===== src/hw/jpeg_entropy_pkg.sv =====
`default_nettype none

package jpeg_entropy_pkg;

    // Merged Huffman code plus amplitude bits, left-aligned
    localparam int CODECOEFF_W = 52;
    localparam int CC_LEN_W    = 6;
    localparam int WORD_W      = 64;
    localparam int BYTE_CNT_W  = 4;

    localparam int RUN_W       = 4;
    localparam int AMP_W       = 12;
    localparam int SIZE_W      = 4;
    // Largest amplitude category that the 12-bit input can produce
    localparam int MAX_SIZE    = 11;

    localparam int HUFF_ADDR_W = 8;
    localparam int HUFF_CODE_W = 16;
    localparam int HUFF_LEN_W  = 5;
    localparam int HUFF_DEPTH  = 256;

    typedef logic [CODECOEFF_W-1:0] codecoeff_t;
    typedef logic [CC_LEN_W-1:0]    cc_len_t;
    typedef logic [WORD_W-1:0]      word_t;
    typedef logic [BYTE_CNT_W-1:0]  byte_cnt_t;

    typedef logic [RUN_W-1:0]        run_t;
    typedef logic signed [AMP_W-1:0] amp_t;
    typedef logic [SIZE_W-1:0]       size_t;

    typedef logic [HUFF_ADDR_W-1:0] huff_addr_t;
    typedef logic [HUFF_CODE_W-1:0] huff_code_t;
    typedef logic [HUFF_LEN_W-1:0]  huff_len_t;

    typedef enum logic [1:0] {
        ENC_EMPTY,
        ENC_SYMBOL,
        ENC_MARKER
    } enc_state_t;

endpackage

`default_nettype wire

===== src/hw/symbol_encoder.sv =====
`timescale 1ns/1ps
`default_nettype none

module symbol_encoder
    import jpeg_entropy_pkg::*;
(
    input  logic       clk,
    input  logic       resetn,

    input  logic       sym_valid,
    input  run_t       sym_run,
    input  amp_t       sym_amp,
    input  logic       sym_last,
    input  logic       hold,

    output logic       tbl_rd_en,
    output huff_addr_t tbl_addr,
    input  huff_code_t tbl_code,
    input  huff_len_t  tbl_len,

    output codecoeff_t cc_data,
    output cc_len_t    cc_length,
    output logic       cc_last,
    output logic       cc_valid
);

    logic              accept;
    logic              amp_neg;
    logic [AMP_W-1:0]  amp_mag;
    logic [AMP_W-1:0]  amp_raw;
    logic [AMP_W-1:0]  amp_mask;
    size_t             size;

    enc_state_t        state;
    size_t             stage_size;
    logic [AMP_W-1:0]  stage_bits;

    codecoeff_t        merged;
    cc_len_t           field_len;

    // Category is the bit length of the magnitude
    function automatic size_t category(input logic [AMP_W-1:0] mag);
        size_t cat;
        cat = '0;
        for (int i = 0; i < MAX_SIZE; i++) begin
            if (mag[i]) begin
                cat = size_t'(i + 1);
            end
        end
        return cat;
    endfunction

    assign accept  = sym_valid & ~hold;
    assign amp_neg = sym_amp[AMP_W-1];
    assign amp_mag = amp_neg ? AMP_W'(-sym_amp) : AMP_W'(sym_amp);
    assign size    = category(amp_mag);

    // Negative amplitudes are sent as the low bits of amp - 1
    assign amp_raw  = amp_neg ? AMP_W'(sym_amp - 1) : AMP_W'(sym_amp);
    assign amp_mask = {AMP_W{1'b1}} >> (AMP_W - size);

    assign tbl_rd_en = accept & ~sym_last;
    assign tbl_addr  = {sym_run, size};

    always_ff @(posedge clk) begin
        if (!resetn) begin
            state <= ENC_EMPTY;
        end else if (!hold) begin
            if (!sym_valid) begin
                state <= ENC_EMPTY;
            end else if (sym_last) begin
                state <= ENC_MARKER;
            end else begin
                state <= ENC_SYMBOL;
            end
        end
    end

    always_ff @(posedge clk) begin
        if (accept && !sym_last) begin
            stage_size <= size;
            stage_bits <= amp_raw & amp_mask;
        end
    end

    // Code in the upper part, amplitude bits right below it
    assign merged    = (codecoeff_t'(tbl_code) << stage_size) | codecoeff_t'(stage_bits);
    assign field_len = cc_len_t'(tbl_len) + cc_len_t'(stage_size);

    always_comb begin
        cc_valid  = (state != ENC_EMPTY);
        cc_last   = (state == ENC_MARKER);
        cc_length = '0;
        cc_data   = '0;
        if (state == ENC_SYMBOL) begin
            cc_length = field_len;
            // Stray code bits above the length fall off the top here
            cc_data   = merged << (CODECOEFF_W - field_len);
        end
    end

    a_symbol_entry_used: assert property (
        @(posedge clk) disable iff (!resetn)
        (state == ENC_SYMBOL) |-> (tbl_len != '0)
    );

endmodule

`default_nettype wire


===== config.mk =====
export PLATFORM = sky130hd
export DESIGN_NAME = symbol_encoder
export DESIGN_NICKNAME = d
export VERILOG_FILES = /design/src/hw/jpeg_entropy_pkg.sv /design/src/hw/symbol_encoder.sv
export SDC_FILE = /design/constraint.sdc
export NUM_CORES = 1
export LEC_CHECK = 0
export BUFFER_PORTS_ARGS = -buffer_cell sky130_fd_sc_hd__buf_2
export CAP_MARGIN = 20
export CORE_MARGIN = 5
export CORE_UTILIZATION = 45
export DETAILED_ROUTE_END_ITERATION = 10
export GPL_ROUTABILITY_DRIVEN = 0
export PLACE_DENSITY = 0.78
export SLEW_MARGIN = 30
export SYNTH_ARGS = -nofsm -noshare
export SYNTH_HDL_FRONTEND = slang
export SYNTH_SLANG_ARGS = --single-unit

===== constraint.sdc =====
create_clock -name clk -period 5.1 [get_ports clk]
set_input_delay 0.765 -clock clk [delete_from_list [all_inputs] [get_ports clk]]
set_output_delay 0.765 -clock clk [all_outputs]
set_load 0.1 [all_outputs]

* Yosys cells after proc, flatten, opt, wreduce, memory -nomap -nowiden
Cells that the tools add are included.
Word-level totals: bits in registers 18, bits of input ports 42, output and inout port bits 69, word-level logic and storage cells 39
Operators by class: $add $sub $neg 5, eq/ne operators 2, shifts and indexed selects 3, mux-type cells 17, bitwise logic cells 6, reductions and logical operators 3
Operator list (count):
- 52-bit 2-to-1 mux | 1
- 52-bit by 12-bit OR with 52-bit output | 1
- 16-bit by 4-bit << shifter with 52-bit output | 1
- 52-bit by 32-bit << shifter with 52-bit output | 1
- 4-bit 2-to-1 mux | 10
- 12-bit by 32-bit >> shifter with 12-bit output, first input constant | 1
- 12-bit bitwise AND | 1
- 12-bit 2-to-1 mux | 1
- 12-bit by 2-bit subtractor with 12-bit output, second input constant | 1
- 11-bit 2-to-1 mux | 1
- 11-bit negator | 1
- 6-bit by 6-bit subtractor with 7-bit output, first input constant | 1
- 5-bit by 4-bit adder with 6-bit output | 1
- 6-bit 2-to-1 mux | 1
- 4-bit by 4-bit subtractor with 5-bit output, first input constant | 1
- 2-bit 2-to-1 mux | 2
- 1-bit bitwise AND | 2
- 2-bit by 1-bit == test with 1-bit output, second input constant | 1
- 2-bit == test, second input constant | 1
- 1-bit NOT | 2
- 2-bit nonzero test | 1
- 1-bit logical AND | 1
- 1-bit zero test | 1
- 1-bit 2-to-1 mux | 1

* Longest topological paths before layout
depth after elaboration 16, depth in mapped cells 15, mapped depth without buffers 13

* Worst setup path after synthesis
No wires, ideal clock.
path type input -> output, from input port tbl_len[0], to output port cc_data[49], arrival 6.000 ns, data required time 4.335 ns, slack -1.665 ns, cell stages on the path 14, buffers on the path 3, cell sequence ha_1 > inv_1 > clkbuf_1 > clkbuf_1 > ha_1 > clkbuf_1 > and4b_1 > nand3_1 > nand2_2 > or3_1 > and3_1 > mux2i_1 > a22oi_1 > o32ai_1
On the way: longest elaborated chain between the ends 4
RTL lines:
- from (decl) | line symbol_encoder.sv:19 | input huff_len_t tbl_len,
- 5-bit by 4-bit adder with 6-bit output | line symbol_encoder.sv:88 | assign field_len = cc_len_t'(tbl_len) + cc_len_t'(stage_size);
- 6-bit by 6-bit subtractor with 7-bit output | line symbol_encoder.sv:98 | cc_data = merged << (CODECOEFF_W - field_len);
- 52-bit by 32-bit << shifter with 52-bit output | line symbol_encoder.sv:98
- 52-bit 2-to-1 mux | line symbol_encoder.sv:95 | if (state == ENC_SYMBOL) begin
- to (decl) | line symbol_encoder.sv:21 | output codecoeff_t cc_data,
No other way between the ends.

* Final worst setup path
from input port tbl_len[0], to output port cc_data[22]
The elaborated chain is that of the path after synthesis.

==> out/results.ini <==
[synth]
ys_ff_latch=18
synthXorXnorAreaFrac_pct=3.64
yosys.area_share.simple_pct=24.6
ys_async_sr_fraction_pct=0
yosysWarnings=0
syn_area_mm2=0.00595
synthAdderAreaFrac_pct=1.81
postSynthCellCount=820
synth_compound_area_share_pct=35.7
synth_nets=870
seq_area_frac_synth_pct=8.75
synth_edf_count=16
synth_top_family_by_area=compound AO/OA/AOI/OAI gates
synthFlopType=edfxtp_1
synth_cell_type_count=90
avgSynthCellArea_um2=7.26
synthMuxAreaShare_pct=17.8

[route]
num_vias=7370
met1_length_um=8310
dr.first_iter.drc_count=1225
via_per_inst=6.88
drtPass1Iterations=6
wl_met3_um=2230
top_layer=met4
drtAntennaViolNets=0
met2_wirelength_um=10400
routed_wl_um=21900
remaining_drc_errors=0
avgRoutedWirePerCell_um=20.5

[floorplan]
io_pins=111
fp.dieH_um=125
core-area_mm2=0.0131
die_area_mm2=0.0156
core.rowCount=42
die_w_um=125
start_util_pct=45.5

[timing]
tightest_slew_ps=737
slew_viol_final=0
hold_viol_final=0
fmax_mhz=201
period_share_pct=97.8
hold_slack_ps=559
setup_viol=0
relSlewSlack_pct=50.4
rsz0062_at_grt=no
period_minus_slack_ps=4990
setup_tns_ps=0
fin_skew_ps=0

[critical_path]
worst_setup_path_end_kind=output port
critPathSlowestCell=fa_1
crit_required_ps=4340
cpPeakStageDelay_ps=560
setup.worst_path.class=in2out
cp_max_fo=15
worstPathArrival_ps=4220
critical_path.startpoint_type=primary input
cp_cell_sequence=buf_2 -> ha_4 -> inv_2 -> fa_1 -> xor2_1 -> o22ai_1 -> xnor2_1 -> buf_4 -> nand2_1 -> o32ai_4 -> buf_12

[power_and_ir_drop]
p_total_w=0.00194
pwr_density_cell_mw_per_mm2=253
p_leak_nw=2.88
ir_worst_vdd_mv=0.205

[layout]
drive_above_1_share_pct=28.8
layout_commonest_cell=nor2_1
fin_area_mm2=0.00765
finalNetCount=946
n_antenna_cell=0
fillers=1171
layout_common_cells=73 x nor2_1, 64 x buf_2, 62 x nand2_1
syn_to_final_growth_pct=28.6

[clocking]
clkSlewWorstSetupHoldPaths_ps=50
clock_sinks=18
clock_path_buffers=2
htree_levels=1
cts_tree=yes
clk_latency_ps=250
ctsHoldBuffers=0
root_buffer=clkbuf_16
cts_buffers=3

[job]
drv_cap=0

[grt]
antenna_found_initial=0
grt_pass1_vias=6770
grt_max_degree=43
grt_pass1_wl_um=35300
grt_use_total_pct=26.2
overflow=0

[place]
dp_hpwl_um=17100
io_buffers=102
place_area_mm2=0.00751

[min_path]
worst_hold_path_type=reg2reg

[outcome]
status=complete, no violations

[area by class of cell]
| cell class | instances | area (um2) | area share [%] |
|---|---|---|---|
| Clock inverter | 1 | 3.75 | 0.0491 |
| Sequential cell | 18 | 520 | 6.80 |
| Clock buffer | 3 | 75.1 | 0.981 |
| Inverter | 26 | 97.6 | 1.28 |
| Tap cell | 176 | 220 | 2.88 |
| Timing Repair Buffer | 144 | 1410 | 18.4 |
| Multi-Input combinational cell | 703 | 5330 | 69.6 |
[final timing paths]
kind	end	slack, ps	startpoint	depth (start not counted)
worst max-delay path	cc_data[22]	110	tbl_len[0]	11
worst min-delay path	state[0]	560	state[0]	2
worst max register to register	state[1]	4370	state[1]	3
worst min register to register	state[0]	560	state[0]	2
[repair_timing]
action / CTS / global route
resized for setup: 0 / 5
hold endpoints to repair: 0 / 0
setup endpoints to repair: 0 / 10
setup buffers: 0 / 4
[worst max-delay path, delay by kind of cell]
| kind | cells | cell delay [ps] |
|---|---|---|
| xor+xnor | 2 | 1030 |
| fa+ha+maj | 2 | 720 |
| buf+inv | 4 | 690 |
| compound gates | 2 | 660 |
| simple gates | 1 | 350 |
[registers in the layout, indices dropped and copies added, names as in the netlist]
signal	flops
stage_size	4
stage_bits	12
state	2
[synthesized netlist by cell type, types with 5 or more instances]
master	count	area share [%]
a211oi_1	26	3.3
a21o_1	6	0.76
a21oi_1	55	4.6
a221oi_1	7	1.0
a22o_1	5	0.74
a22oi_1	16	2.0
a31oi_1	20	2.1
a32oi_1	5	0.74
and2_1	13	1.4
and3_1	7	0.74
buf_2	11	0.93
buf_4	7	0.88
clkbuf_1	48	3.0
edfxtp_1	16	8.1
ha_1	7	1.5
inv_1	24	1.5
mux2_2	25	4.7
mux2i_1	29	4.9
mux4_2	17	6.4
nand2_1	63	4.0
nand2b_1	15	1.6
nand3_1	27	2.3
nor2_1	82	5.2
nor2b_1	8	0.84
nor3_1	32	2.7
nor4_1	6	0.63
o211ai_1	9	1.1
o21a_1	7	0.88
o21ai_0	37	3.1
o221ai_1	7	1.0
o22ai_1	20	2.1
o2bb2ai_1	7	1.0
o31ai_1	10	1.3
o32ai_1	9	1.3
or2_2	6	0.63
or3_1	11	1.2
or4_1	5	0.63
xnor2_1	12	1.8
xor2_1	10	1.5
[cells by family (layout without fill, tap and decap cells)]
logic type | count (synthesis) | count (layout)
simple gates | 297 | 297
fa+ha+maj | 8 | 8
xor+xnor | 23 | 23
buf+inv | 99 | 174
mux | 75 | 75
compound gates | 300 | 300
flops | 18 | 18
[metal layers]
metal | GRT usage [%] | vias to the layer above
met3 | 4.65 | 105
met5 | 0 | -
met4 | 9.69 | 0
li1 | - | 3360
met2 | 43.8 | 526
met1 | 33.9 | 3379
[through the flow]
step	instances	setup WS, ps	util (%)
detailed placement	1063	139	57.4
floorplan	820	-104	-
finish	1071	115	58.5
global route	1071	2.91	58.5
global placement	1063	230	57.4
CTS	1067	121	58.0
[power by group]
group	internal [W]	total, W	switching (W)	leakage (nW)
Combinational	0.000559	0.00161	0.00105	2.68
Sequential	0.000171	0.000176	0.00000517	0.162
Clock	0.000104	0.000155	0.0000507	0.0385
Power figures use the tool's default switching activity.
