File: src/hw/jpeg_entropy_pkg.sv
`default_nettype none

package jpeg_entropy_pkg;

    // Merged Huffman code plus amplitude bits, left-aligned
    localparam int CODECOEFF_W = 52;
    localparam int CC_LEN_W    = 6;
    localparam int WORD_W      = 64;
    localparam int BYTE_CNT_W  = 4;

    localparam int RUN_W       = 4;
    localparam int AMP_W       = 12;
    localparam int SIZE_W      = 4;
    // Largest amplitude category that the 12-bit input can produce
    localparam int MAX_SIZE    = 11;

    localparam int HUFF_ADDR_W = 8;
    localparam int HUFF_CODE_W = 16;
    localparam int HUFF_LEN_W  = 5;
    localparam int HUFF_DEPTH  = 256;

    typedef logic [CODECOEFF_W-1:0] codecoeff_t;
    typedef logic [CC_LEN_W-1:0]    cc_len_t;
    typedef logic [WORD_W-1:0]      word_t;
    typedef logic [BYTE_CNT_W-1:0]  byte_cnt_t;

    typedef logic [RUN_W-1:0]        run_t;
    typedef logic signed [AMP_W-1:0] amp_t;
    typedef logic [SIZE_W-1:0]       size_t;

    typedef logic [HUFF_ADDR_W-1:0] huff_addr_t;
    typedef logic [HUFF_CODE_W-1:0] huff_code_t;
    typedef logic [HUFF_LEN_W-1:0]  huff_len_t;

    typedef enum logic [1:0] {
        ENC_EMPTY,
        ENC_SYMBOL,
        ENC_MARKER
    } enc_state_t;

endpackage

`default_nettype wire
File: src/hw/bitpacker.sv
`timescale 1ns/1ps
`default_nettype none

module bitpacker
    import jpeg_entropy_pkg::*;
(
    input  logic       clk,
    input  logic       resetn,

    input  cc_len_t    in_codecoeff_length,
    input  codecoeff_t in_codecoeff,
    input  logic       in_tlast,
    input  logic       in_valid,
    output logic       in_hold,

    output word_t      out_data,
    output byte_cnt_t  out_bytes,
    output logic       out_tlast,
    output logic       out_valid,
    input  logic       out_hold
);

    cc_len_t               bit_count;
    logic [CC_LEN_W:0]     next_bit_count;
    logic [CC_LEN_W:0]     rounded_count;
    word_t                 acc;
    logic [2*WORD_W-1:0]   window;
    word_t                 window_hi;
    word_t                 window_lo;
    logic                  accept;
    logic                  word_full;
    logic [2:0]            tbytes;

    assign in_hold = out_hold;
    assign accept  = in_valid & ~in_hold;

    assign next_bit_count = bit_count + in_codecoeff_length;
    assign rounded_count  = next_bit_count + 7;
    assign word_full      = (next_bit_count >= WORD_W);

    // New field lands right below the pending bits
    assign window = {acc, {WORD_W{1'b0}}}
                  | ({in_codecoeff, {(2*WORD_W-CODECOEFF_W){1'b0}}} >> bit_count);
    assign window_hi = window[2*WORD_W-1:WORD_W];
    assign window_lo = window[WORD_W-1:0];

    // The count wraps at 64, which is exactly one emitted word
    always_ff @(posedge clk) begin
        if (!resetn) begin
            bit_count <= '0;
            acc       <= '0;
        end else if (accept) begin
            if (in_tlast) begin
                bit_count <= '0;
                acc       <= '0;
            end else begin
                bit_count <= next_bit_count[CC_LEN_W-1:0];
                acc       <= word_full ? window_lo : window_hi;
            end
        end
    end

    always_ff @(posedge clk) begin
        if (!resetn) begin
            out_valid <= 1'b0;
        end else if (!in_hold) begin
            out_valid <= in_valid & (word_full | in_tlast);
        end
    end

    always_ff @(posedge clk) begin
        if (accept && (in_tlast || word_full)) begin
            out_tlast <= in_tlast;
            if (in_tlast) begin
                // Unused low bits are padded with ones
                out_data <= window_hi | ({WORD_W{1'b1}} >> next_bit_count);
                tbytes   <= rounded_count[CC_LEN_W-1:3];
            end else begin
                out_data <= window_hi;
                tbytes   <= '0;
            end
        end
    end

    // Zero in the low byte count means a full word
    assign out_bytes = {tbytes == 3'd0, tbytes};

    a_field_fits: assert property (
        @(posedge clk) disable iff (!resetn)
        in_valid |-> (in_codecoeff_length <= CODECOEFF_W)
    );

    a_held_word_stable: assert property (
        @(posedge clk) disable iff (!resetn)
        (out_valid && out_hold) |=> ($stable(out_data) && $stable(out_bytes))
    );

endmodule

`default_nettype wire

File: config.mk
export PLATFORM = sky130hd
export DESIGN_NAME = bitpacker
export DESIGN_NICKNAME = d
export VERILOG_FILES = /design/src/hw/jpeg_entropy_pkg.sv /design/src/hw/bitpacker.sv
export SDC_FILE = /design/constraint.sdc
export NUM_CORES = 1
export LEC_CHECK = 0
export BUFFER_PORTS_ARGS = -buffer_cell sky130_fd_sc_hd__buf_4
export CAP_MARGIN = 20
export CELL_PAD_IN_SITES_DETAIL_PLACEMENT = 1
export CELL_PAD_IN_SITES_GLOBAL_PLACEMENT = 1
export CORE_MARGIN = 5
export CORE_UTILIZATION = 35
export CTS_CLUSTER_DIAMETER = 120
export CTS_CLUSTER_SIZE = 8
export DETAILED_ROUTE_END_ITERATION = 16
export PLACE_DENSITY = 0.76
export SLEW_MARGIN = 20
export SYNTH_ARGS = -nofsm -noshare
export SYNTH_HDL_FRONTEND = slang
export SYNTH_SLANG_ARGS = --single-unit
File: constraint.sdc
create_clock -name clk -period 4 [get_ports clk]
set_clock_uncertainty 0.15 [all_clocks]
set_input_delay 0.8 -clock clk [delete_from_list [all_inputs] [get_ports clk]]
set_output_delay 0.8 -clock clk [all_outputs]
set_load 0.005 [all_outputs]
After elaboration in Yosys (flattened, before gate mapping)
Index checks and enable logic that the tools add are counted.
- add/sub/neg operators: 2
- $lt $le $gt $ge: 1
- shift operators: 2
- multiplexer cells: 4
- bitwise operators: 6
- reduce and logical (&&, ||, !) cells: 3
- operator list (cell ; count):
    $mux W64 ; 3
    $or A128 B128 Y128 ; 1
    $shr A128 B6 Y128 ; 1
    $or A64 B64 Y64 ; 1
    $shr A64 B7 Y64 const A ; 1
    $add A6 B6 Y7 ; 1
    $ge A7 B7 Y1 const B ; 1
    $add A6 B3 Y6 const B ; 1
    $mux W6 ; 1
    $logic_not A3 Y1 ; 1
    $and A1 B1 Y1 ; 2
    $logic_and A1 B1 Y1 ; 1
    $logic_or A1 B1 Y1 ; 1
    $not A1 Y1 ; 1
    $or A1 B1 Y1 ; 1
- register bits: 139
- output and inout port bits: 71

Logic depth before layout (Yosys ltp)
- depth after elaboration: 4
- depth in mapped cells: 11
- depth with buffers taken out: 8

Least setup slack after synthesis
No wires, ideal clock.
- kind: input-to-reg
- from: input in_codecoeff_length[0]
- to: register out_data[0], enable pin
- setup time: 557 ps
- arrival time: 3352 ps
- required time: 3293 ps
- slack: -59 ps
- cell stages on the path: 7
- path through: ha_1 -> fa_1 -> a211oi_1 -> o21ba_2 -> o21ai_1 -> o21ai_0 -> inv_1
- longest elaborated chain between the ends: 4
- RTL lines (what ; line ; source):
    from (decl) ; bitpacker.sv:10 ; input cc_len_t in_codecoeff_length,
    $add A6 B6 Y7 ; bitpacker.sv:37 ; assign next_bit_count = bit_count + in_codecoeff_length;
    $ge A7 B7 Y1 ; bitpacker.sv:39 ; assign word_full = (next_bit_count >= WORD_W);
    $logic_or A1 B1 Y1 ; bitpacker.sv:72 ; if (accept && (in_tlast || word_full)) begin
    $logic_and A1 B1 Y1 ; bitpacker.sv:72 ;
    to (signal assigned) ; bitpacker.sv:76 ; out_data <= window_hi | ({WORD_W{1'b1}} >> next_bit_count);
    to (signal assigned) ; bitpacker.sv:79 ; out_data <= window_hi;
    to (decl) ; bitpacker.sv:16 ; output word_t out_data,
Every way passes these cells.
A chain may end at the register's enable or synchronous reset.

Worst setup path after layout
- from: register bit_count[1]
- to: register out_data[28], data pin
- longest elaborated chain between the ends: 4
- elaborated cells between the ends (all ways): 6
- classes of those cells: add/sub: 1; shift: 2; mux: 1; bitwise: 2
- RTL lines (what ; line ; source):
    from (decl) ; bitpacker.sv:23 ; cc_len_t bit_count;
    from (signal assigned) ; bitpacker.sv:57 ; bit_count <= next_bit_count[CC_LEN_W-1:0];
    $add A6 B6 Y7 or $shr A128 B6 Y128 (tied branches) ; bitpacker.sv:37, bitpacker.sv:43 ;
    $shr A64 B7 Y64 or $or A128 B128 Y128 (tied branches) ; bitpacker.sv:76, bitpacker.sv:43 ;
    $or A64 B64 Y64 ; bitpacker.sv:76 ;
    $mux W64 * ; bitpacker.sv:74 ; if (in_tlast) begin
Every way passes the cells marked *; elsewhere a longest branch is shown, timed or not.

==> results.py <==
metrics = {
    "run_status": {
        "status": "completed",
    },
    "placed_design": {
        "pre_cts_ws_ps": 169.4,
        "place_hpwl_mm": 44.17,
        "dp.cells": 1784,
        "place_congestion": 0.9841,
        "numPortBuffers": 133,
    },
    "timing": {
        "slew_headroom_pct": 31.46,
        "fmax_mhz": 268.0,
        "fin_tns_setup_ps": 0,
        "slew_violations": 0,
        "setup_viol": 0,
        "worstMarginPinSlew_ps": 1020,
        "period_minus_slack_ps": 3732,
        "finalCritPeriodShare_pct": 93.30,
        "rsz0062_at_grt": "no",
        "hold_viol": 0,
        "layout_setup_ws_ps": 268.1,
    },
    "logic_synthesis": {
        "synth-edff-count": 68,
        "synth_seq_cells": 139,
        "syn-num-nets": 1293,
        "synth_seq_area_share_pct": 29.22,
        "synth_commonest_cells": "nand2_1 (116), mux2i_1 (93), nor2_1 (91), mux4_2 (86), a21oi_1 (73)",
        "synthCells": 1223,
        "synthTopCellsByArea": "edfxtp_1 (17%), mux4_2 (16%), dfxtp_1 (12%), mux2i_1 (7.9%), mux2_2 (3.8%)",
        "synth_top_cell_by_area": "edfxtp_1",
        "ys_types": 80,
        "syn_area_um2": 11850,
        "yosysTopAreaCellShare_pct": 17.23,
        "synth.most_common_cell": "nand2_1",
        "syn_area_per_cell_um2": 9.692,
        "yosysWarnings": 0,
        "synth_flop_cell": "dfxtp_1",
        "async_flop_share_pct": 0,
    },
    "worst_hold_path": {
        "hold_path.class": "reg -> reg",
    },
    "cells_and_area": {
        "final_nets": 1425,
        "area_growth_syn_to_layout_pct": 20.48,
        "finalNonFillerCells": 1816,
        "ff_latch_area_um2": 3476,
        "n_antenna_cell": 0,
        "drive_gt1_share_pct": 28.80,
        "nFillCells": 3729,
        "multi_input_area_um2": 7856,
        "fin_util_pct": 42.70,
    },
    "clock_network": {
        "path_clk_slew_ps": 60,
        "cts_max_path_buffers": 2,
        "cts_buffers": 17,
        "postCtsSetupBuffers": 0,
        "clk_latency_ps": 430,
        "ctsHoldBuffers": 0,
        "cts_resized": 0,
        "root_buffer": "clkbuf_16",
        "htree_levels": 4,
        "cts_tree": "built",
        "cts.sink_count": 139,
    },
    "global_route": {
        "grt_usage_pct": 29.32,
        "grt_pass1_wl_mm": 84.67,
        "antenna_found_initial": 0,
        "grt_max_degree": 67,
        "overflow": 0,
        "grt_pass1_vias": 12210,
    },
    "critical_path": {
        "worstPathArrival_ps": 3740,
        "critPathLaunchType": "flop",
        "cp.required_ps": 4010,
        "critical_path.max_fanout": 34,
        "critical_path_class": "reg -> reg",
        "cp-end-kind": "flop",
    },
    "detailed_routing": {
        "vias_per_cell": 6.744,
        "drt_first_pass_iters": 6,
        "final_antenna_net_count": 0,
        "drt_iter0_markers": 1530,
        "vias": 12250,
        "routed_wl_mm": 57.22,
        "wl_per_cell_um": 31.51,
        "drc": 0,
    },
    "flow_run": {
        "drv_cap": 0,
    },
    "floorplan": {
        "io_pins": 134,
        "row_count": 67,
        "core_area_um2": 33450,
        "start_util_pct": 35.44,
        "fp.dieH_um": 194.0,
        "die-width_um": 194.0,
        "dieArea_um2": 37650,
    },
    "pwr": {
        "p_leak_nw": 5.513,
        "power_density_nw_per_um2": 340.0,
        "total_power_mw": 4.855,
        "ir_drop_mv": 0.2773,
    },
}
## registers in the layout, summed over array words and instances (netlist names)
signal	cells
bit_count	6
tbytes	3
out_tlast	1
out_data	64
acc	64
out_valid	1
## stage by stage
| stage | hold WS, ps | instance area [µm²] |
|---|---|---|
| 2_1_floorplan | 266.1 | 11860 |
| 3_3_place_gp | 276.6 | 13650 |
| 3_5_place_dp | 283.8 | 13650 |
| 4_1_cts | 291.4 | 14280 |
| 5_1_grt | 309.9 | 14280 |
| 6_report | 298.4 | 14280 |
## per-layer routing
metal	global-route usage, %	routed length (µm)	vias to the layer above
met2	45.43	25770	752
met3	5.526	5030	138
met1	40.37	23580	6204
li1	-	-	5154
met4	12.29	2843	0
met5	0	0	-
## kinds of logic (layout without fill, tap and decap cells)
logic type	count (synthesis)	in the layout	share of synthesized area (%)
multiplexers	221	221	28.44
flip-flops	139	139	29.22
XOR/XNOR	8	8	0.5911
AND/OR/NAND/NOR	343	343	13.56
buffers and inverters	121	266	4.665
AO/OA/AOI/OAI	384	384	22.73
adder cells (fa/ha/maj)	7	7	0.8022
## layout by cell type, fill, tap and decap left out, types with 24 or more instances in the layout
cell type and n:
a21oi_1 73, a22oi_1 27, buf_4 208, dfxtp_1 65, edfxtp_1 68, mux2_2 40
mux2i_1 93, mux4_2 86, nand2_1 116, nand3_1 29, nor2_1 91, o21ai_0 57
o22ai_1 24, or3_1 24
## critical path: stages, from the launching register on
cell and delay (ps):
dfxtp_4 730, buf_4 260, mux4_2 550, mux4_2 520
and2_0 180, a31oi_1 350, o221ai_1 330, a211o_1 350
## final cells by class
| cell class | instances | area share, % |
|---|---|---|
| sequential | 139 | 24.34 |
| tap | 448 | 3.925 |
| clock buffer | 21 | 3.233 |
| clock inverter | 11 | 1.165 |
| multi-input combinational | 963 | 55.01 |
| inverter | 20 | 0.5520 |
| timing repair buffer | 214 | 11.77 |
## power by group
group	switching [mW]	internal, mW
sequential	0.0435	1.59
clock	0.633	1.08
combinational	0.940	0.572
total	1.62	3.24
## final timing paths
path | startpoint | endpoint | slack (ps) | depth (start not counted)
max | bit_count[1]$_SDFFE_PN0P_ | out_data[28]$_DFFE_PP_ | 270 | 7
min | acc[36]$_SDFFE_PN0P_ | acc[36]$_SDFFE_PN0P_ | 300 | 2
max reg2reg | bit_count[1]$_SDFFE_PN0P_ | out_data[28]$_DFFE_PP_ | 270 | 7
min reg2reg | acc[36]$_SDFFE_PN0P_ | acc[36]$_SDFFE_PN0P_ | 300 | 2
Power figures use the tool's default switching activity.
